## src/common/soc_pkg.sv

```systemverilog
// Shared address map, widths, register offsets and device table entry layout for the SoC fabric
`default_nettype none

package soc_pkg;

	// Bus widths
	localparam int DATA_W = 32;
	localparam int SEL_W = DATA_W / 8;
	localparam int ADDR_W = 12;

	// Word address splits into slot (11..8) and offset (7..0)
	localparam int SLOT_LSB = 8;
	localparam int SLOT_W = ADDR_W - SLOT_LSB;
	localparam int SLOT_COUNT = 2 ** SLOT_W;

	localparam logic [SLOT_W-1:0] SLOT_DEVTBL = 4'd0;
	localparam logic [SLOT_W-1:0] SLOT_INTCTRL = 4'd1;
	localparam logic [SLOT_W-1:0] SLOT_RAM = 4'd2;

	// Device table entry fields
	localparam int DEV_ID_W = 8;
	localparam int MAPSZ_W = 16;

	localparam logic [DEV_ID_W-1:0] DEV_ID_DEVTBL = 8'd7;
	localparam logic [DEV_ID_W-1:0] DEV_ID_INTCTRL = 8'd3;
	localparam logic [DEV_ID_W-1:0] DEV_ID_RAM = 8'd1;
	localparam logic [DEV_ID_W-1:0] DEV_ID_NONE = 8'd0;

	// Every mapped device spans the whole slot
	localparam logic [MAPSZ_W-1:0] DEV_MAPSZ = 16'd256;

	// Interrupt sources, claim value is index plus one
	localparam int IRQ_SRC_COUNT = 2;
	localparam int IRQ_ID_W = $clog2(IRQ_SRC_COUNT + 1);

	// Reset stretch
	localparam int RST_CNT_CYCLES = 16;
	localparam int RST_CNT_W = $clog2(RST_CNT_CYCLES + 1);

	// Register offsets inside a slot
	localparam logic [SLOT_LSB-1:0] DEVTBL_RST_OFS = 8'd255;
	localparam logic [SLOT_LSB-1:0] INT_ENABLE_OFS = 8'd0;
	localparam logic [SLOT_LSB-1:0] INT_PENDING_OFS = 8'd1;
	localparam logic [SLOT_LSB-1:0] INT_CLAIM_OFS = 8'd2;

	// Identifier sits in the low byte, map size in the high half
	typedef struct packed {
		logic [MAPSZ_W-1:0] mapsz;
		logic [6:0] rsvd;
		logic useintr;
		logic [DEV_ID_W-1:0] id;
	} devtbl_fields_t;

	typedef union packed {
		logic [DATA_W-1:0] raw;
		devtbl_fields_t fields;
	} devtbl_entry_u;

endpackage

`default_nettype wire

```

## src/hdl/reset_seq.sv

```systemverilog
// Reset sequencer: merges board reset with software reset requests and stretches the system reset
`default_nettype none

module reset_seq (
	input  logic clk48mhz_i,
	input  logic rst_p,
	input  logic rst0_i,
	input  logic rst1_i,
	output logic sys_rst_o
);
	import soc_pkg::*;

	logic warm_rst;
	logic pwr_off;
	logic pwroff_q;
	logic [RST_CNT_W-1:0] cnt_q;
	// Powers up asserted so the fabric never runs before the first board reset
	logic sys_rst_q = 1'b1;

	// Both bits set would be a cold reset, which has no effect here
	assign warm_rst = rst1_i & ~rst0_i;
	assign pwr_off = rst0_i & ~rst1_i;

	// Stretch counter reloads on board reset or warm reset
	always_ff @(posedge clk48mhz_i) begin
		if (rst_p || warm_rst) begin
			cnt_q <= RST_CNT_W'(RST_CNT_CYCLES);
		end else if (cnt_q != '0) begin
			cnt_q <= cnt_q - 1'b1;
		end
	end

	// Power-off holds the system down until the board reset
	always_ff @(posedge clk48mhz_i) begin
		if (rst_p) begin
			pwroff_q <= 1'b0;
		end else if (pwr_off) begin
			pwroff_q <= 1'b1;
		end
	end

	always_ff @(posedge clk48mhz_i) begin
		sys_rst_q <= rst_p | warm_rst | pwr_off | pwroff_q | (cnt_q != '0);
	end

	assign sys_rst_o = sys_rst_q;

endmodule

`default_nettype wire

```

## config.mk

```make
export PLATFORM = sky130hd
export DESIGN_NAME = reset_seq
export DESIGN_NICKNAME = d
export VERILOG_FILES = /design/src/common/soc_pkg.sv /design/src/hdl/reset_seq.sv
export SDC_FILE = /design/constraint.sdc
export NUM_CORES = 1
export LEC_CHECK = 0
export BUFFER_PORTS_ARGS = -buffer_cell sky130_fd_sc_hd__buf_2
export CAP_MARGIN = 40
export CORE_AREA = 3 3 40 42
export CTS_BUF_LIST = sky130_fd_sc_hd__clkbuf_4 sky130_fd_sc_hd__clkbuf_8
export CTS_CLUSTER_DIAMETER = 60
export DETAILED_ROUTE_END_ITERATION = 16
export DIE_AREA = 0 0 43 45
export GPL_ROUTABILITY_DRIVEN = 0
export GPL_TIMING_DRIVEN = 0
export PLACE_DENSITY = 0.42
export SYNTH_ARGS = -nofsm -noshare
export SYNTH_HDL_FRONTEND = slang
export SYNTH_SLANG_ARGS = --single-unit
export TNS_END_PERCENT = 5
```

## constraint.sdc

```tcl
create_clock -name clk48mhz_i -period 1.1 [get_ports clk48mhz_i]
set_input_delay 0.11 -clock clk48mhz_i [delete_from_list [all_inputs] [get_ports clk48mhz_i]]
set_output_delay 0.11 -clock clk48mhz_i [all_outputs]
set_load 0.02 [all_outputs]
```

* Word-level counts from Yosys, hierarchy flattened
Index checks and enable logic that the tools add are counted.
** Storage, ports and cells
- Flip-flop bits (word level) :: 7
- Output and inout port bits :: 1
- Word-level logic and storage cells :: 14
** Operators by class
- $add $sub $neg :: 1
- Bitwise operators :: 8
- Reduce and logical (&&, ||, !) cells :: 2
** Operator list (count)
- $reduce_bool 5->1 :: 1
- $sub 5x1->5 const B :: 1
- $or 1x1->1 :: 4
- $and 1x1->1 :: 2
- $not 1->1 :: 2
- $logic_or 1x1->1 :: 1

* Depth between registers and ports, before layout
- Depth in word-level cells :: 6
- Depth in mapped cells :: 5
- Gate-level depth less buffers :: 5

* Least setup slack after synthesis
OpenSTA, ideal clock, no wires.
- Path type :: reg2reg
- From :: register cnt_q[0]
- To :: register cnt_q[0]
- Library setup time :: 0.115 ns
- Data arrival time :: 1.046 ns
- Required time :: 0.985 ns
- Slack :: -0.061 ns
- Stages on the path, launching flop included :: 6
- Clock period less this slack :: 1.161 ns
- Cell sequence :: dfxtp_1 inv_1 ha_1 nor4b_4 xnor2_1 nor2_1
** Between the ends
- Word-level cells in the longest chain between the ends :: 1
- Elaborated cells between the ends (all ways) :: 2
- Those cells by class :: add/sub: 1; reduce/logical: 1
** Ends and longest elaborated chain
- start, declared :: line reset_seq.sv:16 : logic [RST_CNT_W-1:0] cnt_q;
- start signal, assigned :: line reset_seq.sv:27 : cnt_q <= RST_CNT_W'(RST_CNT_CYCLES);
- start signal, assigned :: line reset_seq.sv:29 : cnt_q <= cnt_q - 1'b1;
- $sub 5x1->5 or $reduce_bool 5->1 (tied branches) :: line reset_seq.sv:29, reset_seq.sv:28
Several ways; a longest one is shown, not always the timed one.
A chain may end at the register's enable or synchronous reset.

* Worst setup path after layout
- From :: register cnt_q[1]
- To :: register cnt_q[1]
The elaborated chain is that of the path after synthesis.

==> run_results.csv <==
group,metric,value,unit
outcome,outcome,"complete, but fails checks",
outcome,violations,"setup timing",
cells_and_area,drive_gt1_share,52.3,%
clocking,cts_hold_buf,0,
cells_and_area,final_nets,51,
clocking,insertion_delay,0.26,ns
synthesis,synth_area_leaders,"dfxtp_1, xnor2_1, ha_1, nor4b_4, nor3_1",
route,antenna_left,0,
setup_path,cp_max_fo,5,
clocking,cts_tree,"done",
clocking,root_buffer,"clkbuf_4",
synthesis,synth_most_common_cell,"dfxtp_1",
global_route,grt_max_degree,6,
synthesis,syn_area,314,um2
sta,setup_violations,6,
global_route,first_global_vias,266,
placement,hpwl,421,um
synthesis,synth_edf_count,0,
synthesis,ys_types,15,
die,coreArea,1280,um2
route,dr.pass1.iters,2,
placement,post_dp_cell_area,370,um2
clocking,cts_buffers,3,
sta,slew_headroom,83.7,%
setup_path,cp.arrival,1.37,ns
synthesis,synthTopCellsByCount,"dfxtp_1, inv_1, nor2_1, nor3_1, xnor2_1",
sta,hold_viol,0,
die,io_pins,5,
route,wl_per_cell,10.3,um
synthesis,synthCells,32,
route,detail_route.wirelength,606,um
global_route,antenna_found_initial,0,
synthesis,synth_top_area_cell,"dfxtp_1",
global_route,grt_overflow,0,
worst_hold_path,hold_path.class,"input port to flip-flop",
power,p_per_area,2130,nW/um2
route,drt_first_iter_violations,2,
cells_and_area,postLayoutCellArea,453,um2
sta,holdWs,0.0396,ns
global_route,grt_usage,7.42,%
die,die_y,45,um
synthesis,syn_avg_cell_area,9.81,um2
global_route,grt_pass1_wl,959,um
sta,drv_slew,0,
placement,port_buffers,4,
die,core.rowCount,13,
power,peakVddDrop,0.832,mV
job,max_cap_violations,0,
synthesis,ys_warn_count,0,
synthesis,ys_seq_area_share,44.6,%
clocking,clkTransAtPathRegs,0.05,ns
sta,rsz0062_at_grt,"yes",
route,via_count,263,
setup_path,criticalPathCategory,"flip-flop to flip-flop",
setup_path,startpoint_type,"flip-flop",
synthesis,synth-seq-cells,7,
placement,pre_cts_slack,-0.182,ns
die,die_area,1940,um2
cells_and_area,diodes,0,
sta,max_freq,833,MHz
die,die_w,43,um
synthesis,synth_ff_type,"dfxtp_1",
power,p_leak,0.193,nW
route,vias_per_cell,4.46,
synthesis,async_reset_ff_share,0,%
clocking,cts.sinks,7,
synthesis,syn_nets,38,
sta,min_period,1.20,ns
route,drc,0,
clocking,max-clock-path-buffers,2,
sta,tightest_slew,0.245,ns
cells_and_area,syn_to_final_growth,44.2,%
sta,post-route-period-util,109,%
setup_path,end_kind,"flip-flop",
sta,finClkSkew,0.00432,ns
sta,worst_slack,-0.100,ns
clocking,htree_num_levels,1,
setup_path,cp.required,1.27,ns
die,initial_core_util,24.4,%
synthesis,synth_top_area_share,44.6,%
registers in the layout, indices dropped and copies added (netlist names):
register and flops:
sys_rst_o 1, cnt_q 5, pwroff_q 1
area by class of cell:
| cell class | instances | area [um2] |
|---|---|---|
| flip-flops and latches | 7 | 143 |
| fillers | 135 | 832 |
| repair buffers | 8 | 50.0 |
| multi-input cells | 21 | 194 |
| inverters | 4 | 17.5 |
| clock buffers | 4 | 30.0 |
| well taps | 15 | 18.8 |
metrics by stage:
| step | util (%) | TNS (ns) | power, mW | cells |
|---|---|---|---|---|
| finish | 35.2 | -0.425 | 0.964 | 59 |
| global route | 35.2 | -0.721 | 1.04 | 59 |
| CTS | 32.6 | -0.538 | 0.923 | 57 |
| detailed placement | 28.8 | -0.555 | 0.630 | 51 |
| global placement | 28.8 | -0.437 | 0.623 | 51 |
| floorplan | - | -0.0300 | 0.578 | 32 |
report_power, final:
| group | leakage [nW] | internal (mW) | switching, mW |
|---|---|---|---|
| clock network | 0.0184 | 0.163 | 0.0995 |
| logic | 0.116 | 0.189 | 0.142 |
| registers | 0.0584 | 0.309 | 0.0613 |
per-layer routing:
metal	part of all wire (%)	wire, um	GRT usage (%)	up-vias
li1	-	-	-	131
met5	0	0	0	-
met2	54	328	12.0	6
met4	2.3	14	10.8	0
met1	40	245	6.04	124
met3	3.0	18	2.39	2
what timing repair did:
item / in CTS / in global routing
setup buffers: 2 / 2
gates resized for setup: 2 / 5
endpoints found under the setup margin: 6 / 6
hold endpoints to repair: 0 / 0
pin swaps: 0 / 2
placed cells by master (no fill, tap or decap), types with 2 or more instances in the layout:
master / n
a21oi_1: 2
buf_2: 4
buf_4: 4
clkbuf_4: 4
dfxtp_1: 5
dfxtp_2: 2
inv_1: 2
nor2_1: 3
nor3_2: 2
xnor2_1: 3
kinds of logic after synthesis:
group	synth area share, %
multiplexers	3.19
buffers and inverters	4.78
flip-flops	44.6
adder cells (fa/ha/maj)	7.97
AND/OR/NAND/NOR	23.1
AO/OA/AOI/OAI	7.97
XOR/XNOR	8.37
final timing paths:
check             startpoint         to  slack, ns  depth (start not counted)
hold reg to reg     pwroff_q  sys_rst_o       0.45                          2
setup reg to reg    cnt_q[1]   cnt_q[1]      -0.10                          6
setup / recovery    cnt_q[1]   cnt_q[1]      -0.10                          6
hold / removal         rst_p   pwroff_q       0.04                          2
critical path, stage by stage, from the launching register on:
cell and delay, ns:
dfxtp_2 0.32, inv_2 0.08, ha_4 0.13, nor4b_4 0.17
buf_4 0.18, nor2b_2 0.05, a211oi_2 0.18
(Power assumes the default switching activity.)
