$ cat src/common/soc_pkg.sv
// Shared address map, widths, register offsets and device table entry layout for the SoC fabric
`default_nettype none

package soc_pkg;

	// Bus widths
	localparam int DATA_W = 32;
	localparam int SEL_W = DATA_W / 8;
	localparam int ADDR_W = 12;

	// Word address splits into slot (11..8) and offset (7..0)
	localparam int SLOT_LSB = 8;
	localparam int SLOT_W = ADDR_W - SLOT_LSB;
	localparam int SLOT_COUNT = 2 ** SLOT_W;

	localparam logic [SLOT_W-1:0] SLOT_DEVTBL = 4'd0;
	localparam logic [SLOT_W-1:0] SLOT_INTCTRL = 4'd1;
	localparam logic [SLOT_W-1:0] SLOT_RAM = 4'd2;

	// Device table entry fields
	localparam int DEV_ID_W = 8;
	localparam int MAPSZ_W = 16;

	localparam logic [DEV_ID_W-1:0] DEV_ID_DEVTBL = 8'd7;
	localparam logic [DEV_ID_W-1:0] DEV_ID_INTCTRL = 8'd3;
	localparam logic [DEV_ID_W-1:0] DEV_ID_RAM = 8'd1;
	localparam logic [DEV_ID_W-1:0] DEV_ID_NONE = 8'd0;

	// Every mapped device spans the whole slot
	localparam logic [MAPSZ_W-1:0] DEV_MAPSZ = 16'd256;

	// Interrupt sources, claim value is index plus one
	localparam int IRQ_SRC_COUNT = 2;
	localparam int IRQ_ID_W = $clog2(IRQ_SRC_COUNT + 1);

	// Reset stretch
	localparam int RST_CNT_CYCLES = 16;
	localparam int RST_CNT_W = $clog2(RST_CNT_CYCLES + 1);

	// Register offsets inside a slot
	localparam logic [SLOT_LSB-1:0] DEVTBL_RST_OFS = 8'd255;
	localparam logic [SLOT_LSB-1:0] INT_ENABLE_OFS = 8'd0;
	localparam logic [SLOT_LSB-1:0] INT_PENDING_OFS = 8'd1;
	localparam logic [SLOT_LSB-1:0] INT_CLAIM_OFS = 8'd2;

	// Identifier sits in the low byte, map size in the high half
	typedef struct packed {
		logic [MAPSZ_W-1:0] mapsz;
		logic [6:0] rsvd;
		logic useintr;
		logic [DEV_ID_W-1:0] id;
	} devtbl_fields_t;

	typedef union packed {
		logic [DATA_W-1:0] raw;
		devtbl_fields_t fields;
	} devtbl_entry_u;

endpackage

`default_nettype wire

$ cat src/devtbl/devtbl.sv
// Device table slave: read-only slot descriptors plus the software reset register that drives reset_seq
`default_nettype none

module devtbl (
	input  logic                         clk48mhz_i,
	input  logic                         rst_p,
	input  logic                         cyc_i,
	input  logic                         stb_i,
	input  logic                         we_i,
	input  logic [soc_pkg::SLOT_LSB-1:0] adr_i,
	input  logic [soc_pkg::DATA_W-1:0]   dat_i,
	input  logic [soc_pkg::SEL_W-1:0]    sel_i,
	output logic                         ack_o,
	output logic [soc_pkg::DATA_W-1:0]   dat_o,
	output logic                         rst0_o,
	output logic                         rst1_o
);
	import soc_pkg::*;

	logic ack_q;
	logic [DATA_W-1:0] dat_q;
	logic rst0_q;
	logic rst1_q;
	logic acc;
	logic [DATA_W-1:0] rd_word;

	// Descriptor of one slot, all zero when nothing is mapped there
	function automatic logic [DATA_W-1:0] entry_of(input logic [SLOT_W-1:0] slot);
		devtbl_entry_u e;
		e.raw = '0;
		e.fields.id = DEV_ID_NONE;
		case (slot)
			SLOT_DEVTBL: begin
				e.fields.id = DEV_ID_DEVTBL;
				e.fields.mapsz = DEV_MAPSZ;
			end
			SLOT_INTCTRL: begin
				e.fields.id = DEV_ID_INTCTRL;
				e.fields.useintr = 1'b1;
				e.fields.mapsz = DEV_MAPSZ;
			end
			SLOT_RAM: begin
				e.fields.id = DEV_ID_RAM;
				e.fields.mapsz = DEV_MAPSZ;
			end
			default: e.raw = '0;
		endcase
		return e.raw;
	endfunction

	assign acc = cyc_i & stb_i & ~ack_q;

	always_comb begin
		if (adr_i == DEVTBL_RST_OFS) begin
			rd_word = {{(DATA_W-2){1'b0}}, rst1_q, rst0_q};
		end else if (int'(adr_i) < SLOT_COUNT) begin
			rd_word = entry_of(adr_i[SLOT_W-1:0]);
		end else begin
			rd_word = '0;
		end
	end

	always_ff @(posedge clk48mhz_i) begin
		if (rst_p) begin
			ack_q <= 1'b0;
			rst0_q <= 1'b0;
			rst1_q <= 1'b0;
		end else begin
			ack_q <= acc;
			// Reset bits live in byte lane 0
			if (acc && we_i && sel_i[0] && adr_i == DEVTBL_RST_OFS) begin
				rst0_q <= dat_i[0];
				rst1_q <= dat_i[1];
			end
		end
	end

	always_ff @(posedge clk48mhz_i) begin
		if (acc) begin
			dat_q <= rd_word;
		end
	end

	assign ack_o = ack_q;
	assign dat_o = dat_q;
	assign rst0_o = rst0_q;
	assign rst1_o = rst1_q;

endmodule

`default_nettype wire

$ cat config.mk
export PLATFORM = sky130hd
export DESIGN_NAME = devtbl
export DESIGN_NICKNAME = d
export VERILOG_FILES = /design/src/common/soc_pkg.sv /design/src/devtbl/devtbl.sv
export SDC_FILE = /design/constraint.sdc
export NUM_CORES = 1
export LEC_CHECK = 0
export BUFFER_PORTS_ARGS = -buffer_cell sky130_fd_sc_hd__buf_2
export CAP_MARGIN = 20
export CORE_ASPECT_RATIO = 1.25
export CORE_MARGIN = 3
export CORE_UTILIZATION = 30
export CTS_CLUSTER_DIAMETER = 50
export DETAILED_ROUTE_END_ITERATION = 7
export HOLD_SLACK_MARGIN = 0.08
export PLACE_DENSITY_LB_ADDON = 0.1
export SLEW_MARGIN = 15
export SYNTH_ARGS = -nofsm -noshare
export SYNTH_HDL_FRONTEND = slang
export SYNTH_SLANG_ARGS = --single-unit
$ cat constraint.sdc
create_clock -name clk48mhz_i -period 1.8 [get_ports clk48mhz_i]
set_input_delay 0.18 -clock clk48mhz_i [delete_from_list [all_inputs] [get_ports clk48mhz_i]]
set_output_delay 0.18 -clock clk48mhz_i [all_outputs]
set_load 0.02 [all_outputs]
### After elaboration in Yosys (flattened, before gate mapping)

Index checks and enable logic that the tools add are counted.

| word-level totals | value |
|---|---|
| bits in registers | 28 |
| output and inout bits | 35 |
| logic and storage cells | 25 |

| cells by class | value |
|---|---|
| order comparisons | 1 |
| eq/ne operators | 3 |
| mux-type cells | 5 |
| bitwise gates (word level) | 4 |
| reductions and logical operators | 6 |

Operator list:

| kind | number |
|---|---|
| $mux W9 | 1 |
| $pmux W3 S3 | 1 |
| $eq A8 B8 Y1 const B | 1 |
| $lt A8 B5 Y1 const B | 1 |
| $eq A4 B1 Y1 const B | 1 |
| $eq A4 B2 Y1 const B | 1 |
| $logic_not A4 Y1 | 1 |
| $mux W2 | 2 |
| $logic_and A1 B1 Y1 | 3 |
| $reduce_or A3 Y1 | 1 |
| $and A1 B1 Y1 | 2 |
| $not A1 Y1 | 2 |
| $reduce_or A2 Y1 | 1 |
| $mux W1 | 1 |

### Logic depth before layout (Yosys ltp)

| logic depth | value |
|---|---|
| depth in word-level cells | 5 |
| depth in mapped cells | 3 |

### Worst setup path after synthesis

Ideal clock, no wire load.

| timing | value |
|---|---|
| kind | in2reg |
| from | in adr_i[2] in the netlist's numbering |
| to | reg dat_q[8] (netlist: dat_o[8]) (data pin) |
| arrival | 1.061 ns |
| data required time | 1.668 ns |
| slack | 0.607 ns |
| cell stages on the path | 3 |
| buffers on the path | 0 |
| cell sequence | or4_4 nor4_2 and2_1 |

| between the ends | value |
|---|---|
| cells in the longest elaborated chain, start to end | 3 |
| elaborated cells between the ends (all ways) | 6 |
| classes of those cells | 1 x order compare; 2 x eq/ne; 1 x mux; 1 x bitwise; 1 x reduce/logical |

RTL lines:

| item | line | text |
|---|---|---|
| from (decl) | devtbl.sv:10 | `input logic [soc_pkg::SLOT_LSB-1:0] adr_i,` |
| $lt A8 B5 Y1 | devtbl.sv:56 | `end else if (int'(adr_i) < SLOT_COUNT) begin` |
| $not A1 Y1 (no source line) | -- |  |
| $reduce_or A2 Y1 (no source line) | -- |  |
| to (signal assigned) | devtbl.sv:80 | `dat_q <= rd_word;` |
| to (decl) | devtbl.sv:21 | `logic [DATA_W-1:0] dat_q;` |

Parallel ways exist; a longest one is shown, timed or not.
A chain may end at the register's enable or synchronous reset.

### Final worst setup path

| timing | value |
|---|---|
| from | reg ack_q (netlist: ack_o) |
| to | reg rst0_q (netlist: rst0_o) |

| between the ends | value |
|---|---|
| cells in the longest elaborated chain, start to end | 5 |

RTL lines:

| item | line | text |
|---|---|---|
| from (decl) | devtbl.sv:20 | `logic ack_q;` |
| from (signal assigned) | devtbl.sv:65 | `ack_q <= 1'b0;` |
| from (signal assigned) | devtbl.sv:69 | `ack_q <= acc;` |
| $not A1 Y1 | devtbl.sv:51 | `assign acc = cyc_i & stb_i & ~ack_q;` |
| $and A1 B1 Y1 | devtbl.sv:51 |  |
| $logic_and A1 B1 Y1 (3 in a row) | devtbl.sv:71 | `if (acc && we_i && sel_i[0] && adr_i == DEVTBL_RST_OFS) begin` |
| to (signal assigned) | devtbl.sv:72 | `rst0_q <= dat_i[0];` |
| to (decl) | devtbl.sv:22 | `logic rst0_q;` |

Every way passes these cells.

==> results.py <==
metrics = {
    "status": {
        "outcome": "complete, no violations",
    },
    "clock_tree": {
        "clock_sinks": 8,
        "insertion_delay_ns": 0.25,
        "cts.repair.resized": 0,
        "ctsHoldBuffers": 0,
        "cts_tree": "yes",
        "htree_levels": 1,
        "cts_setup_buffers": 0,
        "cts_root_buf": "clkbuf_4",
        "path_clk_slew_ns": 0.05,
        "cts_made_buffers": 3,
        "clockBufferDepth": 2,
    },
    "synthesis": {
        "synth-seq-cells": 8,
        "syn_avg_cell_area_um2": 10.4,
        "synth_cells": 57,
        "ys_types": 18,
        "synth_edf_count": 5,
        "synthArstFlopShare": 0,
        "yosys_warnings": 0,
        "syn_area_um2": 591,
        "synth-main-ff-cell": "edfxtp_1",
        "seq_area_frac_synth": 0.356,
    },
    "run": {
        "cap_viol_max_count": 0,
    },
    "sta": {
        "fmax_ghz": 0.844,
        "hold_slack_ns": 0.137,
        "tns_ns": 0,
        "rsz0062_at_grt": "no",
        "maxSlewViolCount": 0,
        "fin_crit_ns": 1.18,
        "setup_viol": 0,
        "hold_viol_final": 0,
        "timing.clock.skew_ns": 0.00617,
        "fin_crit_sh": 0.658,
    },
    "die": {
        "die_w_um": 45.7,
        "start_util": 0.327,
        "row_count": 17,
        "dieHeight_um": 55.6,
        "io-pin-count": 84,
        "die-area_um2": 2540,
        "fp.coreArea_um2": 1810,
    },
    "power": {
        "power_frac_seq": 0.451,
        "power_frac_comb": 0.223,
        "p_per_area_nw_per_um2": 687,
        "peakVddDrop_mv": 0.218,
        "leakagePower_nw": 0.324,
        "intPower_mw": 0.307,
        "p_clk_frac": 0.326,
        "switchingPower_mw": 0.140,
        "swShare": 0.314,
    },
    "final_layout": {
        "diodes": 0,
        "fin_util": 0.360,
        "layout-drive-gt1-share": 0.373,
        "design_area_um2": 651,
        "instances_no_fill": 102,
        "nets": 133,
        "seq_area_um2": 210,
        "multi_input_area_um2": 272,
        "area_growth_pct": 10.2,
        "fillers": 191,
        "layout_common_cells": "conb_1, buf_2, edfxtp_1",
        "final_common_cell": "conb_1",
    },
    "worst_setup_path": {
        "slowest_stage": "nor4_2",
        "cp_cell_sequence": "nand3b_1 > nor4_2 > mux2i_1",
        "cp-startpoint": "ack_o$_SDFF_PP0_",
        "worstSetupPathType": "reg -> reg",
        "rrSetupSlack_ns": 0.62,
        "end_kind": "flop",
        "cp.required_ns": 1.98,
        "reg2reg_depth": 3,
        "path_max_fanout": 3,
        "critPathArrivalTime_ns": 1.37,
        "worstReg2RegStart": "ack_o$_SDFF_PP0_",
        "start_kind": "flop",
        "r2r-end": "rst0_o$_SDFFE_PP0P_",
        "cp_slowest_stage_delay_ns": 0.39,
        "crit_end": "rst0_o$_SDFFE_PP0P_",
    },
    "global_routing": {
        "grt_max_degree": 6,
        "grt_pass1_wl_um": 1370,
        "first_global_vias": 315,
        "grt_antenna_before_repair": 0,
        "track_usage": 0.0767,
        "overflow": 0,
    },
    "routing": {
        "ant_nets": 0,
        "drc_errors": 0,
        "firstDrtPassIters": 4,
        "vias_per_cell": 3.84,
        "drtIter0Drc": 8,
        "wire_per_inst_um": 9.34,
        "vias": 392,
        "wirelength_um": 953,
    },
    "placement": {
        "place_area_um2": 624,
        "place_inst": 98,
        "globalplace.congestion": 0.612,
        "io_buffers": 23,
        "dp_hpwl_um": 850,
    },
    "hold_path": {
        "hold-path-cell-count": 2,
        "worstHoldStart": "rst_p",
        "hold_path_class": "in -> reg",
    },
}
[power groups by stage]
stage	Sequential [mW]	Clock [mW]	Combinational, mW
after detailed placement	0.206	0	0.0986
final	0.202	0.146	0.0995
after global routing	0.202	0.167	0.107
after floorplan	0.214	0	0.105
after CTS	0.202	0.152	0.0987
after global placement	0.205	0	0.0985
[metrics by stage]
step                      setup WS [ns]  power (mW)
after floorplan                   0.607       0.319
after global placement            0.385       0.304
after detailed placement          0.384       0.304
after CTS                         0.584       0.453
after global routing              0.459       0.477
final                             0.615       0.447
[logic make-up (layout without fill, tap and decap cells)]
group | after synthesis | in the layout | share of synthesized area
AO/OA/AOI/OAI | 3 | 3 | 0.0742
buffers and inverters | 28 | 28 | 0.350
other | 1 | 27 | 0.00635
multiplexers | 2 | 2 | 0.0339
AND/OR/NAND/NOR | 15 | 15 | 0.180
flip-flops | 8 | 8 | 0.356
[worst min path at each step]
stage / slack (ns) / to
final: 0.14 / ack_o$_SDFF_PP0_
after global routing: 0.14 / ack_o$_SDFF_PP0_
after CTS: 0.13 / ack_o$_SDFF_PP0_
after detailed placement: 0.40 / ack_o$_SDFF_PP0_
after global placement: 0.40 / ack_o$_SDFF_PP0_
after floorplan: 0.25 / ack_o$_SDFF_PP0_
[state kept, by name, indices dropped and copies added (netlist names)]
signal,flops
dat_o,5
ack_o,1
rst0_o,1
rst1_o,1
[cell usage after synthesis (all sizes together), types with 2 or more instances]
master / n / area (um^2)
nand4: 2 / 12.5
mux2i: 2 / 20.0
nand2b: 4 / 25.0
nor4: 2 / 25.0
nor2: 2 / 7.51
a21o: 2 / 16.3
dfxtp: 3 / 60.1
buf: 27 / 203
edfxtp: 5 / 150
[layer usage]
| metal | part of all wire | global-route usage | wire length (um) |
|---|---|---|---|
| met1 | 0.30 | 0.0717 | 290 |
| met2 | 0.58 | 0.124 | 553 |
| met3 | 0.11 | 0.0485 | 105 |
| met4 | 0.0042 | 0.0377 | 4 |
| met5 | 0 | 0 | 0 |
[cell type report]
cell class	instances	share of cell area
multi-input cells	47	0.417
flip-flops and latches	8	0.323
repair buffers	23	0.177
clock buffers	4	0.0404
well taps	19	0.0365
inverters	1	0.00577
[worst max-delay path: cells and delay by family (launching register included)]
kind             cells  cell delay [ns]
AND/OR/NAND/NOR      2             0.61
flip-flops           1             0.30
multiplexers         1             0.22
(Power assumes the default switching activity.)
