### src/common/soc_pkg.sv
// Shared address map, widths, register offsets and device table entry layout for the SoC fabric
`default_nettype none

package soc_pkg;

	// Bus widths
	localparam int DATA_W = 32;
	localparam int SEL_W = DATA_W / 8;
	localparam int ADDR_W = 12;

	// Word address splits into slot (11..8) and offset (7..0)
	localparam int SLOT_LSB = 8;
	localparam int SLOT_W = ADDR_W - SLOT_LSB;
	localparam int SLOT_COUNT = 2 ** SLOT_W;

	localparam logic [SLOT_W-1:0] SLOT_DEVTBL = 4'd0;
	localparam logic [SLOT_W-1:0] SLOT_INTCTRL = 4'd1;
	localparam logic [SLOT_W-1:0] SLOT_RAM = 4'd2;

	// Device table entry fields
	localparam int DEV_ID_W = 8;
	localparam int MAPSZ_W = 16;

	localparam logic [DEV_ID_W-1:0] DEV_ID_DEVTBL = 8'd7;
	localparam logic [DEV_ID_W-1:0] DEV_ID_INTCTRL = 8'd3;
	localparam logic [DEV_ID_W-1:0] DEV_ID_RAM = 8'd1;
	localparam logic [DEV_ID_W-1:0] DEV_ID_NONE = 8'd0;

	// Every mapped device spans the whole slot
	localparam logic [MAPSZ_W-1:0] DEV_MAPSZ = 16'd256;

	// Interrupt sources, claim value is index plus one
	localparam int IRQ_SRC_COUNT = 2;
	localparam int IRQ_ID_W = $clog2(IRQ_SRC_COUNT + 1);

	// Reset stretch
	localparam int RST_CNT_CYCLES = 16;
	localparam int RST_CNT_W = $clog2(RST_CNT_CYCLES + 1);

	// Register offsets inside a slot
	localparam logic [SLOT_LSB-1:0] DEVTBL_RST_OFS = 8'd255;
	localparam logic [SLOT_LSB-1:0] INT_ENABLE_OFS = 8'd0;
	localparam logic [SLOT_LSB-1:0] INT_PENDING_OFS = 8'd1;
	localparam logic [SLOT_LSB-1:0] INT_CLAIM_OFS = 8'd2;

	// Identifier sits in the low byte, map size in the high half
	typedef struct packed {
		logic [MAPSZ_W-1:0] mapsz;
		logic [6:0] rsvd;
		logic useintr;
		logic [DEV_ID_W-1:0] id;
	} devtbl_fields_t;

	typedef union packed {
		logic [DATA_W-1:0] raw;
		devtbl_fields_t fields;
	} devtbl_entry_u;

endpackage

`default_nettype wire

### src/intctrl/intctrl.sv
// Interrupt controller slave with edge-triggered pending bits, enable mask and claim register, driving one request line
`default_nettype none

module intctrl (
	input  logic                              clk48mhz_i,
	input  logic                              rst_p,
	input  logic                              cyc_i,
	input  logic                              stb_i,
	input  logic                              we_i,
	input  logic [soc_pkg::SLOT_LSB-1:0]      adr_i,
	input  logic [soc_pkg::DATA_W-1:0]        dat_i,
	input  logic [soc_pkg::SEL_W-1:0]         sel_i,
	input  logic [soc_pkg::IRQ_SRC_COUNT-1:0] irq_src_i,
	output logic                              ack_o,
	output logic [soc_pkg::DATA_W-1:0]        dat_o,
	output logic                              irq_o
);
	import soc_pkg::*;

	logic ack_q;
	logic [DATA_W-1:0] dat_q;
	logic irq_q;
	logic [IRQ_SRC_COUNT-1:0] src_q;
	logic [IRQ_SRC_COUNT-1:0] pending_q;
	logic [IRQ_SRC_COUNT-1:0] enable_q;
	logic [IRQ_SRC_COUNT-1:0] active;
	logic [IRQ_SRC_COUNT-1:0] rise;
	logic [IRQ_SRC_COUNT-1:0] claim_mask;
	logic [IRQ_SRC_COUNT-1:0] clr;
	logic [IRQ_ID_W-1:0] claim_id;
	logic acc;
	logic wr_enable;
	logic wr_pending;
	logic rd_claim;
	logic [DATA_W-1:0] rd_word;

	assign acc = cyc_i & stb_i & ~ack_q;
	assign wr_enable = acc & we_i & sel_i[0] & (adr_i == INT_ENABLE_OFS);
	assign wr_pending = acc & we_i & sel_i[0] & (adr_i == INT_PENDING_OFS);
	assign rd_claim = acc & ~we_i & (adr_i == INT_CLAIM_OFS);

	assign rise = irq_src_i & ~src_q;
	assign active = pending_q & enable_q;

	// Lowest enabled pending source wins the claim
	always_comb begin
		claim_id = '0;
		claim_mask = '0;
		for (int i = IRQ_SRC_COUNT - 1; i >= 0; i--) begin
			if (active[i]) begin
				claim_id = IRQ_ID_W'(i + 1);
				claim_mask = IRQ_SRC_COUNT'(1) << i;
			end
		end
	end

	// Ones written to pending clear those bits while a new edge in the same cycle still sets them
	assign clr = (wr_pending ? dat_i[IRQ_SRC_COUNT-1:0] : '0) | (rd_claim ? claim_mask : '0);

	always_comb begin
		case (adr_i)
			INT_ENABLE_OFS: rd_word = {{(DATA_W-IRQ_SRC_COUNT){1'b0}}, enable_q};
			INT_PENDING_OFS: rd_word = {{(DATA_W-IRQ_SRC_COUNT){1'b0}}, pending_q};
			INT_CLAIM_OFS: rd_word = {{(DATA_W-IRQ_ID_W){1'b0}}, claim_id};
			default: rd_word = '0;
		endcase
	end

	always_ff @(posedge clk48mhz_i) begin
		src_q <= irq_src_i;
	end

	always_ff @(posedge clk48mhz_i) begin
		if (rst_p) begin
			ack_q <= 1'b0;
			pending_q <= '0;
			enable_q <= '0;
			irq_q <= 1'b0;
		end else begin
			ack_q <= acc;
			pending_q <= (pending_q & ~clr) | rise;
			if (wr_enable) begin
				enable_q <= dat_i[IRQ_SRC_COUNT-1:0];
			end
			irq_q <= |active;
		end
	end

	always_ff @(posedge clk48mhz_i) begin
		if (acc) begin
			dat_q <= rd_word;
		end
	end

	assign ack_o = ack_q;
	assign dat_o = dat_q;
	// Request drops as soon as the system reset rises
	assign irq_o = irq_q & ~rst_p;

endmodule

`default_nettype wire

### config.mk
export PLATFORM = sky130hd
export DESIGN_NAME = intctrl
export DESIGN_NICKNAME = d
export VERILOG_FILES = /design/src/common/soc_pkg.sv /design/src/intctrl/intctrl.sv
export SDC_FILE = /design/constraint.sdc
export NUM_CORES = 1
export LEC_CHECK = 0
export ABC_AREA = 1
export BUFFER_PORTS_ARGS = -buffer_cell sky130_fd_sc_hd__buf_2
export CORE_MARGIN = 4
export CORE_UTILIZATION = 29
export CTS_CLUSTER_DIAMETER = 120
export DETAILED_ROUTE_END_ITERATION = 8
export PLACE_DENSITY = 0.73
export SYNTH_ARGS = -nofsm -noshare
export SYNTH_HDL_FRONTEND = slang
export SYNTH_SLANG_ARGS = --single-unit
### constraint.sdc
create_clock -name clk48mhz_i -period 0.97 [get_ports clk48mhz_i]
set_input_delay 0 -clock clk48mhz_i [delete_from_list [all_inputs] [get_ports clk48mhz_i]]
set_output_delay 0 -clock clk48mhz_i [all_outputs]
set_load 0.005 [all_outputs]
Word-level counts from Yosys, hierarchy flattened
Index checks and enable logic that the tools add are counted.
{"block": "totals", "regBits": 40, "inputBits": 51}
{"block": "op_classes", "eq_ne": 2, "mux": 5, "n_bitwise": 19, "n_reduce_logical": 2}
{"operator": "1-bit AND", "n": 9}
{"operator": "8-bit by 1-bit equality test with 1-bit output, second input constant", "n": 1}
{"operator": "8-bit by 2-bit equality test with 1-bit output, second input constant", "n": 1}
{"operator": "8-bit logical NOT", "n": 1}
{"operator": "2-bit two-way mux", "n": 4}
{"operator": "2-bit AND", "n": 3}
{"operator": "2-bit one-hot mux with 3 select lines", "n": 1}
{"operator": "2-bit NOT", "n": 2}
{"operator": "2-bit OR", "n": 2}
{"operator": "1-bit NOT", "n": 3}
{"operator": "2-bit OR reduction", "n": 1}

Depth between registers and ports, before layout
{"block": "logic_depth", "depth_word": 10, "depth_mapped": 7, "depth_no_buf": 7}

Worst setup path before layout
Ideal clock, no wire load.
{"block": "synth_path", "path_type": "reg-to-reg", "start": "register ack_q, in the netlist ack_o", "end": "register pending_q[1]", "arrival_time_ns": 0.843, "slack_ns": 0.011, "stages_incl_launch_ff": 7, "n_path_buf": 0, "path_cell_list": "dfxtp_1 -> inv_1 -> nand3_1 -> nor2_2 -> nand3_1 -> nand3_1 -> a21oi_1"}
{"block": "synth_between", "elab_chain_cells": 10, "word_cells_on_any_way": 13}
{"item": "start: declaration", "line_no": "intctrl.sv:20", "source": "logic ack_q;"}
{"item": "start signal: assignment", "line_no": "intctrl.sv:75", "source": "ack_q <= 1'b0;"}
{"item": "start signal: assignment", "line_no": "intctrl.sv:80", "source": "ack_q <= acc;"}
{"item": "1-bit NOT (*)", "line_no": "intctrl.sv:37", "source": "assign acc = cyc_i & stb_i & ~ack_q;"}
{"item": "1-bit AND (*)", "line_no": "intctrl.sv:37"}
{"item": "1-bit AND (3 in a row)", "line_no": "intctrl.sv:39", "source": "assign wr_pending = acc & we_i & sel_i[0] & (adr_i == INT_PENDING_OFS);"}
{"item": "2-bit two-way mux", "line_no": "intctrl.sv:58", "source": "assign clr = (wr_pending ? dat_i[IRQ_SRC_COUNT-1:0] : '0) | (rd_claim ? claim_mask : '0);"}
{"item": "2-bit OR (*)", "line_no": "intctrl.sv:58"}
{"item": "2-bit NOT (*)", "line_no": "intctrl.sv:81", "source": "pending_q <= (pending_q & ~clr) | rise;"}
{"item": "2-bit AND (*)", "line_no": "intctrl.sv:81"}
{"item": "2-bit OR (*)", "line_no": "intctrl.sv:81"}
{"item": "end signal: assignment", "line_no": "intctrl.sv:81"}
{"item": "end: declaration", "line_no": "intctrl.sv:24", "source": "logic [IRQ_SRC_COUNT-1:0] pending_q;"}
Mark *: on every way between the ends. The rest lies on a longest branch, timed or not.
A chain may end at the register's enable or synchronous reset.

Final worst setup path
{"block": "layout_path", "start": "register pending_q[1]", "end": "register pending_q[1]"}
{"block": "layout_between", "elab_chain_cells": 8}
{"item": "2-bit AND", "line_no": "intctrl.sv:43", "source": "assign active = pending_q & enable_q;"}
{"item": "2-bit two-way mux (2 in a row)", "line_no": "intctrl.sv:50", "source": "if (active[i]) begin"}
{"item": "2-bit two-way mux", "line_no": "intctrl.sv:58"}
{"item": "2-bit OR", "line_no": "intctrl.sv:58"}
{"item": "2-bit NOT", "line_no": "intctrl.sv:81"}
{"item": "2-bit AND (*)", "line_no": "intctrl.sv:81"}
{"item": "2-bit OR (*)", "line_no": "intctrl.sv:81"}
Marked as above.

==> qor.tcl <==
set qor(fin_nets) 173
set qor(gr-total-overflow) 0
set qor(worstPathBufferInverterCount) 0
set qor(vias) 577
set qor(cts.reportedPaths.clkPinSlew_ps) 70
set qor(worstSetupStartpoint) {pending_q[1]$_SDFF_PP0_}
set qor(max_freq_mhz) 1030
set qor(port_buffers) 21
set qor(mostFrequentLayoutCell) {sky130_fd_sc_hd__conb_1}
set qor(netlist-cell-type-count) 13
set qor(cts_tree) {done}
set qor(endpoint) {pending_q[1]$_SDFF_PP0_}
set qor(power_mw) 0.959
set qor(netSwitchingPower_mw) 0.237
set qor(first_pass_grt_wire_length_um) 1990
set qor(kind_of_cell_adding_the_most_delay_to_the_critical_path) {flip-flops}
set qor(fillCellCount) 240
set qor(io-pin-count) 85
set qor(rr_worst_depth) 5
set qor(dominant_cells_by_area_after_synthesis) {sky130_fd_sc_hd__buf_4 (32%), sky130_fd_sc_hd__dfxtp_1 (23%), sky130_fd_sc_hd__edfxtp_1 (8.7%)}
set qor(timing.critical_path.arrival_ps) 1120
set qor(sequential_element_share_of_the_synthesized_area_pct) 31.8
set qor(skew_ps) 4.08
set qor(critical-path-top-cell-by-count) {sky130_fd_sc_hd__a21oi_2}
set qor(numClockSinks) 10
set qor(worst-endpoint-required_ps) 1130
set qor(power.share.switching_pct) 24.7
set qor(layout.cells.most_common_list) {sky130_fd_sc_hd__conb_1 (30), sky130_fd_sc_hd__buf_2 (21), sky130_fd_sc_hd__nand2_1 (13), sky130_fd_sc_hd__nand3_1 (6)}
set qor(timing.final.max_slew_violations) 0
set qor(dieArea_um2) 3240
set qor(areaGrowthSynthToFinish_pct) 24.2
set qor(clk_path_buf_depth) 2
set qor(ir_drop_uv) 966
set qor(drc_errors) 0
set qor(avgRoutedWirePerCell_um) 9.26
set qor(cp-start-kind) {register}
set qor(cp-end-kind) {register}
set qor(floorplan.die.width_um) 56.9
set qor(setup_viol_count_final) 0
set qor(avgViaCountPerCell) 3.87
set qor(yosysTopAreaCell) {sky130_fd_sc_hd__buf_4}
set qor(power.static_leakage_nw) 0.397
set qor(rows) 17
set qor(worst-setup-path-type) {register to register}
set qor(grt_max_degree) 8
set qor(pwr-share-clk_pct) 38.6
set qor(clkLatencyLatePin_ps) 260
set qor(run_status) {finished with violations}
set qor(grt_util_all_layers_pct) 7.74
set qor(final_weighted_congestion_in_routability_driven_placement) 0.828
set qor(synthCells) 93
set qor(place.detailed.hpwl_um) 1090
set qor(clk_root_buffer_cell) {sky130_fd_sc_hd__clkbuf_4}
set qor(holdWs_ps) -28.6
set qor(timing.critical_path.depth) 5
set qor(cts_hold_repair.buffers) 2
set qor(grt_pass1_vias) 498
set qor(drv.max_cap_violation_count) 0
set qor(cts_buffers) 3
set qor(ant_nets) 0
set qor(period_needed_ps) 966
set qor(reg_to_reg_critical_path_endpoint) {pending_q[1]$_SDFF_PP0_}
set qor(rrSetupSlack_ps) 4
set qor(grt_setup_unrepaired) {true}
set qor(ys_seq_elements) 10
set qor(power.combinational.fraction_pct) 14.8
set qor(min_period_over_period_pct) 99.6
set qor(detailed_router_s_first_iteration_violation_count) 5
set qor(antenna_cells) 0
set qor(worstPathCellList) {nand2_1 -> a21oi_2 -> nand3_1 -> nand3_2 -> a21oi_2}
set qor(synth_largest_type_area_fraction_pct) 32.5
set qor(htreeDepth) 1
set qor(min_path_type) {input port to register}
set qor(drive_above_1_share_pct) 43.0
set qor(total_of_warnings_raised_by_yosys) 0
set qor(final_core_util_pct) 38.5
set qor(final-hold-violation-count) 5
set qor(wirelength_um) 1380
set qor(power.share.sequential_pct) 46.6
set qor(path_max_fanout) 3
set qor(chipHeight_um) 56.9
set qor(violations_in_the_final_reports) {hold timing}
set qor(slowest_delay_ps) 360
set qor(internal_power_mw) 0.722
set qor(powerDensity_nw_per_um2) 1110
set qor(timing.rr.start) {pending_q[1]$_SDFF_PP0_}
set qor(post_synth.cell_area_avg_um2) 7.45
set qor(drt_pass1_iterations) 3
set qor(initial_core_util_pct) 31.0
set qor(syn_area_um2) 693
set qor(core_region_area_um2) 2230
set qor(master_of_the_slowest_instance_on_the_critical_path) {sky130_fd_sc_hd__dfxtp_2}
set qor(number_of_antenna_violations_at_the_first_check_in_global_routing) 0
-- final cells by class --
| cell class | count | area (um2) | share of cell area, % |
|---|---|---|---|
| inverter | 6 | 22.5 | 2.62 |
| timing repair buffer | 25 | 140 | 16.3 |
| sequential | 10 | 229 | 26.6 |
| clock buffer | 4 | 36.3 | 4.22 |
| tap | 28 | 35.0 | 4.07 |
| multi-input combinational | 76 | 398 | 46.2 |
-- through the flow --
step	area (um2)	setup slack, ps	setup TNS [ps]	std cells	hold WS (ps)
6_report	861	3.52	0	149	-28.6
5_1_grt	861	-45.8	-97.2	149	-27.0
4_1_cts	801	-4.62	-4.62	148	-23.8
3_5_place_dp	717	-70.0	-213	141	122
3_3_place_gp	717	-29.8	-59.8	141	118
2_1_floorplan	802	10.7	0	122	27.7
-- power groups by stage --
stage,Sequential (mW),Combinational (mW),Clock [mW]
after detailed placement,0.455,0.111,0
after global placement,0.454,0.109,0
final,0.447,0.142,0.371
after floorplan,0.455,0.145,0
after CTS,0.446,0.129,0.379
after global routing,0.448,0.163,0.398
-- what timing repair did --
item,4_1_cts,5_1_grt
endpoints found under the hold margin,8,4
setup buffers,1,1
pin swaps,1,7
setup endpoints to repair,4,5
gates resized for setup,5,16
-- worst min path at each step --
stage	start	endpoint	slack (ps)	depth (start not counted)
after floorplan	irq_src_i[0]	src_q[0]$_DFF_P_	30	0
after global placement	irq_src_i[0]	src_q[0]$_DFF_P_	120	1
after detailed placement	irq_src_i[1]	src_q[1]$_DFF_P_	120	1
after CTS	rst_p	enable_q[0]$_SDFFE_PP0P_	-20	2
after global routing	rst_p	pending_q[0]$_SDFF_PP0_	-30	2
final	rst_p	pending_q[1]$_SDFF_PP0_	-30	2
-- state kept, by name, indices dropped and copies added (netlist names) --
| signal | cells |
|---|---|
| ack_o | 1 |
| dat_o | 2 |
| src_q | 2 |
| enable_q | 2 |
| pending_q | 2 |
| irq_q | 1 |
-- worst register-to-register path: stages, from the launching register on --
cell and delay (ps):
sky130_fd_sc_hd__dfxtp_2 360, sky130_fd_sc_hd__nand2_1 90, sky130_fd_sc_hd__a21oi_2 150, sky130_fd_sc_hd__nand3_1 120, sky130_fd_sc_hd__nand3_2 100, sky130_fd_sc_hd__a21oi_2 50
-- cells in the mapped netlist --
cell type                  number
sky130_fd_sc_hd__nand3_1       11
sky130_fd_sc_hd__dfxtp_1        8
sky130_fd_sc_hd__nor2_2         5
sky130_fd_sc_hd__nand2_1       15
sky130_fd_sc_hd__a21oi_1        6
sky130_fd_sc_hd__buf_4         30
sky130_fd_sc_hd__nand2_2        1
sky130_fd_sc_hd__o311ai_1       1
sky130_fd_sc_hd__inv_1          6
sky130_fd_sc_hd__conb_1         1
sky130_fd_sc_hd__edfxtp_1       2
sky130_fd_sc_hd__nor2_1         6
sky130_fd_sc_hd__nor2_4         1
-- cells by family after synthesis --
group	synth area share, %
flops	31.8
other cells	0.541
compound gates	5.60
simple gates	26.4
buf+inv	35.7
-- layer usage --
metal | up-vias | part of all wire (%) | GRT usage [%]
met5 | - | 0 | 0
met4 | 0 | 0 | 0.993
met3 | 0 | 11 | 4.60
met2 | 23 | 58 | 13.9
met1 | 259 | 32 | 7.84
li1 | 295 | - | -
Note: power is estimated with default switching activity, not from simulation.
