**config.mk**
```make
export PLATFORM = sky130hd
export DESIGN_NAME = bus_decode
export DESIGN_NICKNAME = d
export VERILOG_FILES = /design/src/common/soc_pkg.sv /design/src/hdl/bus_decode.sv
export SDC_FILE = /design/constraint.sdc
export NUM_CORES = 1
export LEC_CHECK = 0
export BUFFER_PORTS_ARGS = -buffer_cell sky130_fd_sc_hd__buf_2
export CAP_MARGIN = 20
export CELL_PAD_IN_SITES_DETAIL_PLACEMENT = 1
export CELL_PAD_IN_SITES_GLOBAL_PLACEMENT = 2
export CORE_MARGIN = 8
export CORE_UTILIZATION = 10
export DETAILED_ROUTE_END_ITERATION = 10
export PLACE_DENSITY_LB_ADDON = 0.25
export SKIP_LAST_GASP = 1
export SYNTH_ARGS = -nofsm -noshare
export SYNTH_HDL_FRONTEND = slang
export SYNTH_SLANG_ARGS = --single-unit
```
**constraint.sdc**
```tcl
create_clock -name clk48mhz_i -period 1.5 [get_ports clk48mhz_i]
set_clock_uncertainty 0.05 [all_clocks]
set_input_delay 0.15 -clock clk48mhz_i [delete_from_list [all_inputs] [get_ports clk48mhz_i]]
set_output_delay 0.15 -clock clk48mhz_i [all_outputs]
set_load 0.005 [all_outputs]
```
**src/common/soc_pkg.sv**
```systemverilog
// Shared address map, widths, register offsets and device table entry layout for the SoC fabric
`default_nettype none

package soc_pkg;

	// Bus widths
	localparam int DATA_W = 32;
	localparam int SEL_W = DATA_W / 8;
	localparam int ADDR_W = 12;

	// Word address splits into slot (11..8) and offset (7..0)
	localparam int SLOT_LSB = 8;
	localparam int SLOT_W = ADDR_W - SLOT_LSB;
	localparam int SLOT_COUNT = 2 ** SLOT_W;

	localparam logic [SLOT_W-1:0] SLOT_DEVTBL = 4'd0;
	localparam logic [SLOT_W-1:0] SLOT_INTCTRL = 4'd1;
	localparam logic [SLOT_W-1:0] SLOT_RAM = 4'd2;

	// Device table entry fields
	localparam int DEV_ID_W = 8;
	localparam int MAPSZ_W = 16;

	localparam logic [DEV_ID_W-1:0] DEV_ID_DEVTBL = 8'd7;
	localparam logic [DEV_ID_W-1:0] DEV_ID_INTCTRL = 8'd3;
	localparam logic [DEV_ID_W-1:0] DEV_ID_RAM = 8'd1;
	localparam logic [DEV_ID_W-1:0] DEV_ID_NONE = 8'd0;

	// Every mapped device spans the whole slot
	localparam logic [MAPSZ_W-1:0] DEV_MAPSZ = 16'd256;

	// Interrupt sources, claim value is index plus one
	localparam int IRQ_SRC_COUNT = 2;
	localparam int IRQ_ID_W = $clog2(IRQ_SRC_COUNT + 1);

	// Reset stretch
	localparam int RST_CNT_CYCLES = 16;
	localparam int RST_CNT_W = $clog2(RST_CNT_CYCLES + 1);

	// Register offsets inside a slot
	localparam logic [SLOT_LSB-1:0] DEVTBL_RST_OFS = 8'd255;
	localparam logic [SLOT_LSB-1:0] INT_ENABLE_OFS = 8'd0;
	localparam logic [SLOT_LSB-1:0] INT_PENDING_OFS = 8'd1;
	localparam logic [SLOT_LSB-1:0] INT_CLAIM_OFS = 8'd2;

	// Identifier sits in the low byte, map size in the high half
	typedef struct packed {
		logic [MAPSZ_W-1:0] mapsz;
		logic [6:0] rsvd;
		logic useintr;
		logic [DEV_ID_W-1:0] id;
	} devtbl_fields_t;

	typedef union packed {
		logic [DATA_W-1:0] raw;
		devtbl_fields_t fields;
	} devtbl_entry_u;

endpackage

`default_nettype wire

```
**src/hdl/bus_decode.sv**
```systemverilog
// Wishbone slot decoder: routes strobes by address slot, muxes ack and data back, owns the default slave
`default_nettype none

module bus_decode (
	input  logic                       clk48mhz_i,
	input  logic                       rst_p,
	input  logic                       cyc_i,
	input  logic                       stb_i,
	input  logic [soc_pkg::ADDR_W-1:0] adr_i,
	input  logic                       ack_devtbl_i,
	input  logic [soc_pkg::DATA_W-1:0] dat_devtbl_i,
	input  logic                       ack_intctrl_i,
	input  logic [soc_pkg::DATA_W-1:0] dat_intctrl_i,
	input  logic                       ack_ram_i,
	input  logic [soc_pkg::DATA_W-1:0] dat_ram_i,
	output logic                       stb_devtbl_o,
	output logic                       stb_intctrl_o,
	output logic                       stb_ram_o,
	output logic                       ack_o,
	output logic [soc_pkg::DATA_W-1:0] dat_o
);
	import soc_pkg::*;

	logic [SLOT_W-1:0] slot;
	logic stb_dflt;
	logic ack_dflt_q;

	assign slot = adr_i[ADDR_W-1:SLOT_LSB];

	// Exactly one strobe follows stb_i, data and ack come back unregistered
	always_comb begin
		stb_devtbl_o = 1'b0;
		stb_intctrl_o = 1'b0;
		stb_ram_o = 1'b0;
		stb_dflt = 1'b0;
		ack_o = ack_dflt_q;
		dat_o = '0;
		case (slot)
			SLOT_DEVTBL: begin
				stb_devtbl_o = stb_i;
				ack_o = ack_devtbl_i;
				dat_o = dat_devtbl_i;
			end
			SLOT_INTCTRL: begin
				stb_intctrl_o = stb_i;
				ack_o = ack_intctrl_i;
				dat_o = dat_intctrl_i;
			end
			SLOT_RAM: begin
				stb_ram_o = stb_i;
				ack_o = ack_ram_i;
				dat_o = dat_ram_i;
			end
			default: begin
				// Unmapped slot reads as zero
				stb_dflt = stb_i;
			end
		endcase
	end

	// Default slave acks like any other device and drops writes
	always_ff @(posedge clk48mhz_i) begin
		if (rst_p) begin
			ack_dflt_q <= 1'b0;
		end else begin
			ack_dflt_q <= cyc_i & stb_dflt & ~ack_dflt_q;
		end
	end

endmodule

`default_nettype wire

```
== Word-level counts from Yosys, hierarchy flattened ==
Cells that the tools add are included.
Widths: inputs -> output; s select.

* Flip-flop bits (word level): 1
* Bits in latches: 0
* Memory bits (writable): 0
* Bits in read-only memories: 0
* Output and inout bits: 36
* Word-level logic and storage cells: 14
* Memories kept: 0

* Add/subtract/negate cells: 0
* Multiply operators: 0
* Div/mod/pow operators: 0
* Magnitude comparators: 0
* Equal/unequal tests: 2
* Shifts and indexed selects: 0
* Muxes and demuxes: 6
* Bitwise logic cells: 3
* Reductions and logical operators: 2

{| class="wikitable"
|+ Operator list
! kind !! number
|-
| $pmux 32 s3 || 1
|-
| $eq 4x1->1 const B || 1
|-
| $eq 4x2->1 const B || 1
|-
| $logic_not 4->1 || 1
|-
| $mux 1 || 4
|-
| $pmux 1 s3 || 1
|-
| $reduce_or 3->1 || 1
|-
| $and 1x1->1 || 2
|-
| $not 1->1 || 1
|}

== Depth between registers and ports, before layout ==
Gate-level depths: netlist (run 1).

* Depth after elaboration: 5
* Depth in mapped cells: 4
* Mapped depth without buffers: 3

== Least setup slack after synthesis (run 1) ==
No wires, ideal clock.

* Kind: input to output
* From: in adr_i[8] (netlist name)
* To: out dat_o[0] (netlist name)
* Data arrival time: 0.953 ns
* Required time: 1.300 ns
* Setup slack: 0.347 ns
* Stages: 4
* Buffers on the path: 1
* Cells stage by stage: nor4_2 buf_4 a222oi_1 inv_1

* Cells in the longest elaborated chain, start to end: 2

{| class="wikitable"
|+ RTL lines
! element !! line !! text
|-
| start: declaration || bus_decode.sv:9 || <nowiki>input logic [soc_pkg::ADDR_W-1:0] adr_i,</nowiki>
|-
| $eq 4x2->1, or another cell as far along || bus_decode.sv:38 || <nowiki>case (slot)</nowiki>
|-
| $pmux 32 s3 * || bus_decode.sv:38 ||
|-
| end: declaration || bus_decode.sv:20 || <nowiki>output logic [soc_pkg::DATA_W-1:0] dat_o</nowiki>
|}

Mark *: on every way between the ends. The rest lies on a longest branch, timed or not.

== Final worst setup path (run 1) ==
* From: in adr_i[9] (netlist name)
* To: out dat_o[11] (netlist name)

Same word-level chain as after synthesis.

==> run metrics, run 1 <==
status finished clean; Setup Crit Path Kind in -> out; Total Wirelength 4980 µm; final hold viol count 0; leakage 1.06 nW; Req. time, crit path 1.30 ns; Yosys cell types 15; nature of the critical path endpoint output pin; GRT Resource Usage Total 9.13%; Remaining DRCs 0; Reg2Reg Launch Point ack_dflt_q$_SDFF_PP0_; Setup TNS Final 0 ns; crit start category input port; flop2flop setup slack 0.75 ns; postcts setup bufs 0; post_cts resized 0; GR Util met2 about 18%; Period minus WS final ~1.4 ns; syn_area_per_cell about 7.5 µm²; worst-margin pin slew 0.319 ns; Design Power between 0.0003 and 0.0004 W; first-pass GRT wire length 7450 µm; Area growth, synth to finish 121%; Hold Slack 0.385 ns; IO Pins 151; HPWL after detailed placement 4290 µm; syn_nets 204; met3 track demand over resource 3.05%; first-pass detailed-route iteration total 5; pwr dens 220 nW/µm²; Comb power frac 91.2%; Slew Limit Fails 0; relative slew slack 78.7%; placement-stage cell area 1470 µm²; crit path max fanout 17; Hold Crit Class in -> reg; Syn. warnings 0; peak supply drop 0.000147 V; Die Ht 97.7 µm; most common cell after layout, fill and taps aside buf_2; DIE WIDTH 97.7 µm; max reg flops 1; Pint 0.000201 W; switch share 38.1%; num rows 29; vias in the first global route 1479; Avg Vias per Cell 4.46; GRT busiest layer met2; fin nets 346; DRT iter0 DRCs 129; Overflow after GRT 0; # hold bufs at CTS 0; routability congestion estimate from global placement around 0.70; sequential power share 8.8%; max cap viols 0; Worst EP arrival 1.22 ns; Design Area, Final 1470 µm²; RSZ-0062 raised after global routing yes; Avg WL per Cell 16.3 µm; Vias 1364; Peak Freq approximately 700 MHz; sequential share of the synthesized area under 10%; Synth Instances 89; critical hold path startpoint cyc_i; IO buf count 142; post-route ant nets 0; Synth Register Bits 1; core area 6420 µm²; Post-Syn Area 668 µm²; grt met1 use 9.86%; Setup crit start adr_i[9]; biggest regs ack_dflt_q (1); final critical-path share of the clock period 94.5%; pin count of the biggest net entering global routing 18; starting density of the core 10.4%; Diodes inserted 0; fillers 836; initial antenna violation count 0; Clk Latency, worst-skew pair 0 ns; Top reg by flops ack_dflt_q; layout cells sized above 1 66.8%; clock share of power 0%; Die Footprint 9550 µm²; Post-Route Utilization 22.9%; Final setup viols 0; most frequent cells in the layout 142 x buf_2, 32 x a222oi_1, 32 x inv_1, 5 x buf_4, 3 x and2_1; Switching Power 0.000124 W; Clock Pin Slew Worst Setup and Hold Paths 0 ns
==> layout make-up <==
| class | instances | area, µm² | share of cell area, % |
|---|---|---|---|
| Multi-Input combinational cell | 47 | 458 | 31.1 |
| Sequential cell | 1 | 20.0 | 1.36 |
| Tap cell | 77 | 96.3 | 6.54 |
| Timing Repair Buffer | 149 | 779 | 52.9 |
| Inverter | 32 | 120 | 8.15 |
==> synthesized netlist by cell type (all sizes together) <==
library cell / n / area share (%)
a222oi: 32 / 48
inv: 32 / 18
buf: 9 / 12
and2: 3 / 2.8
nand2: 2 / 1.1
nor2: 2 / 1.1
nor4b: 2 / 7.1
a21o: 1 / 1.3
a21oi: 1 / 0.75
a31oi: 1 / 0.94
and4b: 1 / 1.5
dfxtp: 1 / 3.0
nor4: 1 / 1.9
o21ai: 1 / 0.75
==> power groups by stage <==
| stage | combinational, W | sequential [W] | clock [W] |
|---|---|---|---|
| 2_1_floorplan | 0.0000906 | 0.0000284 | 0 |
| 3_3_place_gp | 0.000296 | 0.0000287 | 0 |
| 3_5_place_dp | 0.000300 | 0.0000287 | 0 |
| 4_1_cts | 0.000300 | 0.0000287 | 0 |
| 5_1_grt | 0.000328 | 0.0000287 | 0 |
| 6_report | 0.000296 | 0.0000286 | 0 |
==> logic make-up after synthesis <==
group           count (synthesis)  synth area share (%)
compound gates                 36                  51.7
buf+inv                        41                  29.8
flops                           1                  3.00
simple gates                   11                  15.5
==> worst paths after layout <==
path | endpoint | cells past startpoint
worst max-delay path | dat_o[11] | 6
worst min-delay path | ack_dflt_q$_SDFF_PP0_ | 2
worst max register to register | ack_dflt_q$_SDFF_PP0_ | 2
worst min register to register | ack_dflt_q$_SDFF_PP0_ | 2
==> critical path, cell delays in order <==
cell	delay, ns
buf_2	0.15
nor4b_4	0.38
buf_6	0.23
a222oi_1	0.12
inv_1	0.07
buf_2	0.11
==> metrics by stage <==
step	instances	worst slack [ns]
finish	306	0.0827
global route	306	-0.00791
CTS	306	0.00847
detailed placement	306	0.00663
global placement	306	0.0243
floorplan	89	0.347
==> routing by layer <==
metal / vias up / wire (µm)
met2: 75 / 2560
li1: 647 / -
met1: 642 / 1950
met5: - / 0
met3: 0 / 470
met4: 0 / 0
Power figures use the tool's default switching activity.
==> run 2, diff against run 1 <==
SETUP_SLACK_MARGIN = 0.5   (was not set)
clock period = 1.7 ns   (was 1.5 ns; I/O delays follow)
==> run metrics, run 2 (same netlist as run 1, synthesis figures left out) <==
layout cells sized above 1 68.4% (was 66.8%); worst-margin pin slew 0.307 ns (was 0.319 ns); clock share of power 0% (about the same); first-pass detailed-route iteration total 10 (was 5); Worst R2R Path Depth 2 (unchanged); GRT Resource Usage Total 9.66% (was 9.13%); most frequent cells in the layout 136 x buf_2, 32 x a222oi_1, 32 x inv_1, 7 x buf_6, 5 x buf_4 (was 142 x buf_2, 32 x a222oi_1, 32 x inv_1, 5 x buf_4, 3 x and2_1); placement-stage cell area 1480 µm² (was 1470 µm²); first-pass GRT wire length 7850 µm (was 7450 µm); max reg flops 1 (unchanged); post-route ant nets 0 (unchanged); fillers 823 (was 836); relative slew slack 79.5% (was 78.7%); sequential power share 8.1% (was 8.8%); Final setup viols 0 (unchanged); Area growth, synth to finish 142% (was 121%); hold depth 2 (unchanged); vias in the first global route 1550 (was 1479); critical path cell sequence buf_12, nor4b_4, buf_6, buf_12, a222oi_1, inv_1, buf_2 (was buf_2, nor4b_4, buf_6, a222oi_1, inv_1, buf_2); Hold Crit Class in -> reg (unchanged); Setup TNS Final 0 ns (unchanged); Period minus WS final ~1.4 ns; fin nets 351 (was 346); switch share 36.1% (was 38.1%); Design Area, Final 1620 µm² (was 1470 µm²); starting density of the core 10.4% (unchanged); max cap viols 0 (unchanged); Vias 1371 (was 1364); initial antenna violation count 0 (unchanged); Switching Power 0.000112 W (was 0.000124 W); Comb power frac 91.9% (was 91.2%); pin count of the biggest net entering global routing 18 (unchanged); routability congestion estimate from global placement 0.707 (was 0.697); status finished clean (unchanged); Die Ht 97.7 µm (unchanged); num rows 29 (unchanged); Setup Crit Path Kind in -> out (unchanged); leakage 1.12 nW (was 1.06 nW); Avg WL per Cell 16.4 µm (was 16.3 µm); Reg2Reg Launch Point ack_dflt_q$_SDFF_PP0_ (unchanged); crit start category input port (unchanged); DIE WIDTH 97.7 µm (unchanged); critical hold path startpoint cyc_i (unchanged); final critical-path share of the clock period a little over four fifths; HPWL after detailed placement 4230 µm (was 4290 µm); core area 6420 µm² (unchanged); Place WS 0.214 ns (was 0.00663 ns); Top reg by flops ack_dflt_q (unchanged); fin worst setup slack 0.276 ns (was 0.0827 ns); CP peak stage delay 0.33 ns (was 0.38 ns); pwr dens 192 nW/µm² (was 220 nW/µm²); most common cell after layout, fill and taps aside buf_2 (unchanged); crit path max fanout 8 (was 17); Post-Route Utilization 25.2% (was 22.9%); final hold viol count 0 (unchanged); Clock Pin Slew Worst Setup and Hold Paths 0 ns (about the same); Peak Freq 702 MHz; Slew Limit Fails 0 (unchanged); Avg Vias per Cell 4.41 (was 4.46); Reg2Reg Capture Point ack_dflt_q$_SDFF_PP0_ (unchanged); Diodes inserted 0 (unchanged); DRT iter0 DRCs 131 (was 129); Min-Delay Endpoint ack_dflt_q$_SDFF_PP0_ (unchanged); biggest regs ack_dflt_q (1) (unchanged); Clk Latency, worst-skew pair 0 ns (about the same); Die Footprint 9550 µm² (unchanged); Pint 0.000198 W (was 0.000201 W); Worst path slowest cell a222oi_1 (was nor4b_4); RSZ-0062 raised after global routing yes (unchanged); Remaining DRCs 0 (unchanged); Worst EP arrival 1.20 ns (was 1.22 ns); peak supply drop 0.000154 V (was 0.000147 V); flop2flop setup slack 0.95 ns (was 0.75 ns); Req. time, crit path 1.48 ns (was 1.30 ns); Total Wirelength 5110 µm (was 4980 µm); Overflow after GRT 0 (unchanged); cell mode on critical path buf_12 (was buf_2); IO Pins 151 (unchanged); IO buf count 142 (unchanged); nature of the critical path endpoint output pin (unchanged)
-- run 2: cell count changes in the layout (fill, tap and decap cells not counted) --
cell	previous run	this run
and2_1	3	1
and2_4	0	2
buf_12	1	4
buf_16	0	1
buf_2	142	136
buf_6	1	7
buf_8	0	1
-- run 2: power by group through the flow --
stage          Sequential (W)  Clock (W)  Combinational [W]
6_report            0.0000252          0           0.000285
5_1_grt             0.0000253          0           0.000316
4_1_cts             0.0000252          0           0.000288
3_5_place_dp        0.0000252          0           0.000264
3_3_place_gp        0.0000253          0           0.000262
2_1_floorplan       0.0000251          0          0.0000800
-- run 2: critical path, delay by kind of cell --
family                 cells  cell delay [ns]
AO/OA/AOI/OAI              1             0.33
buffers and inverters      5             0.58
AND/OR/NAND/NOR            1             0.12
-- run 2: how the worst max path moves through the flow --
stage	start	cells past startpoint	endpoint	slack, ns
6_report	adr_i[8]	7	dat_o[22]	0.28
5_1_grt	adr_i[8]	7	dat_o[15]	0.15
4_1_cts	adr_i[8]	7	dat_o[15]	0.26
3_5_place_dp	adr_i[9]	6	dat_o[11]	0.21
3_3_place_gp	adr_i[9]	6	dat_o[10]	0.21
2_1_floorplan	adr_i[8]	4	dat_o[0]	0.51
-- run 2: final cells by class --
type,instances,area (µm²),area share [%]
timing repair buffer,154,920,56.8
multi-input combinational,47,463,28.6
inverter,32,120,7.42
tap,77,96.3,5.95
sequential,1,20.0,1.24
-- run 2: routing by layer --
metal  global-route usage [%]  part of all wire (%)
met3                     3.19                   9.4
met5                        0                     0
met1                     10.4                    37
met4                    0.480                  0.53
met2                     18.6                    53
-- run 2: what timing repair did --
action / CTS / global route
pin swaps: 30 / 4
setup buffers: 3 / 1
endpoints found under the setup margin: 35 / 35
hold buffers: 0 / 0
gates cloned: 2 / 0
resized for setup: 22 / 1
-- run 2: metrics by stage --
step | total power [W] | instances | hold WS [ns]
final | 0.000310 | 311 | 0.404
after global routing | 0.000341 | 311 | 0.436
after CTS | 0.000313 | 310 | 0.409
after detailed placement | 0.000289 | 305 | 0.409
after global placement | 0.000287 | 305 | 0.406
after floorplan | 0.000105 | 89 | 0.311
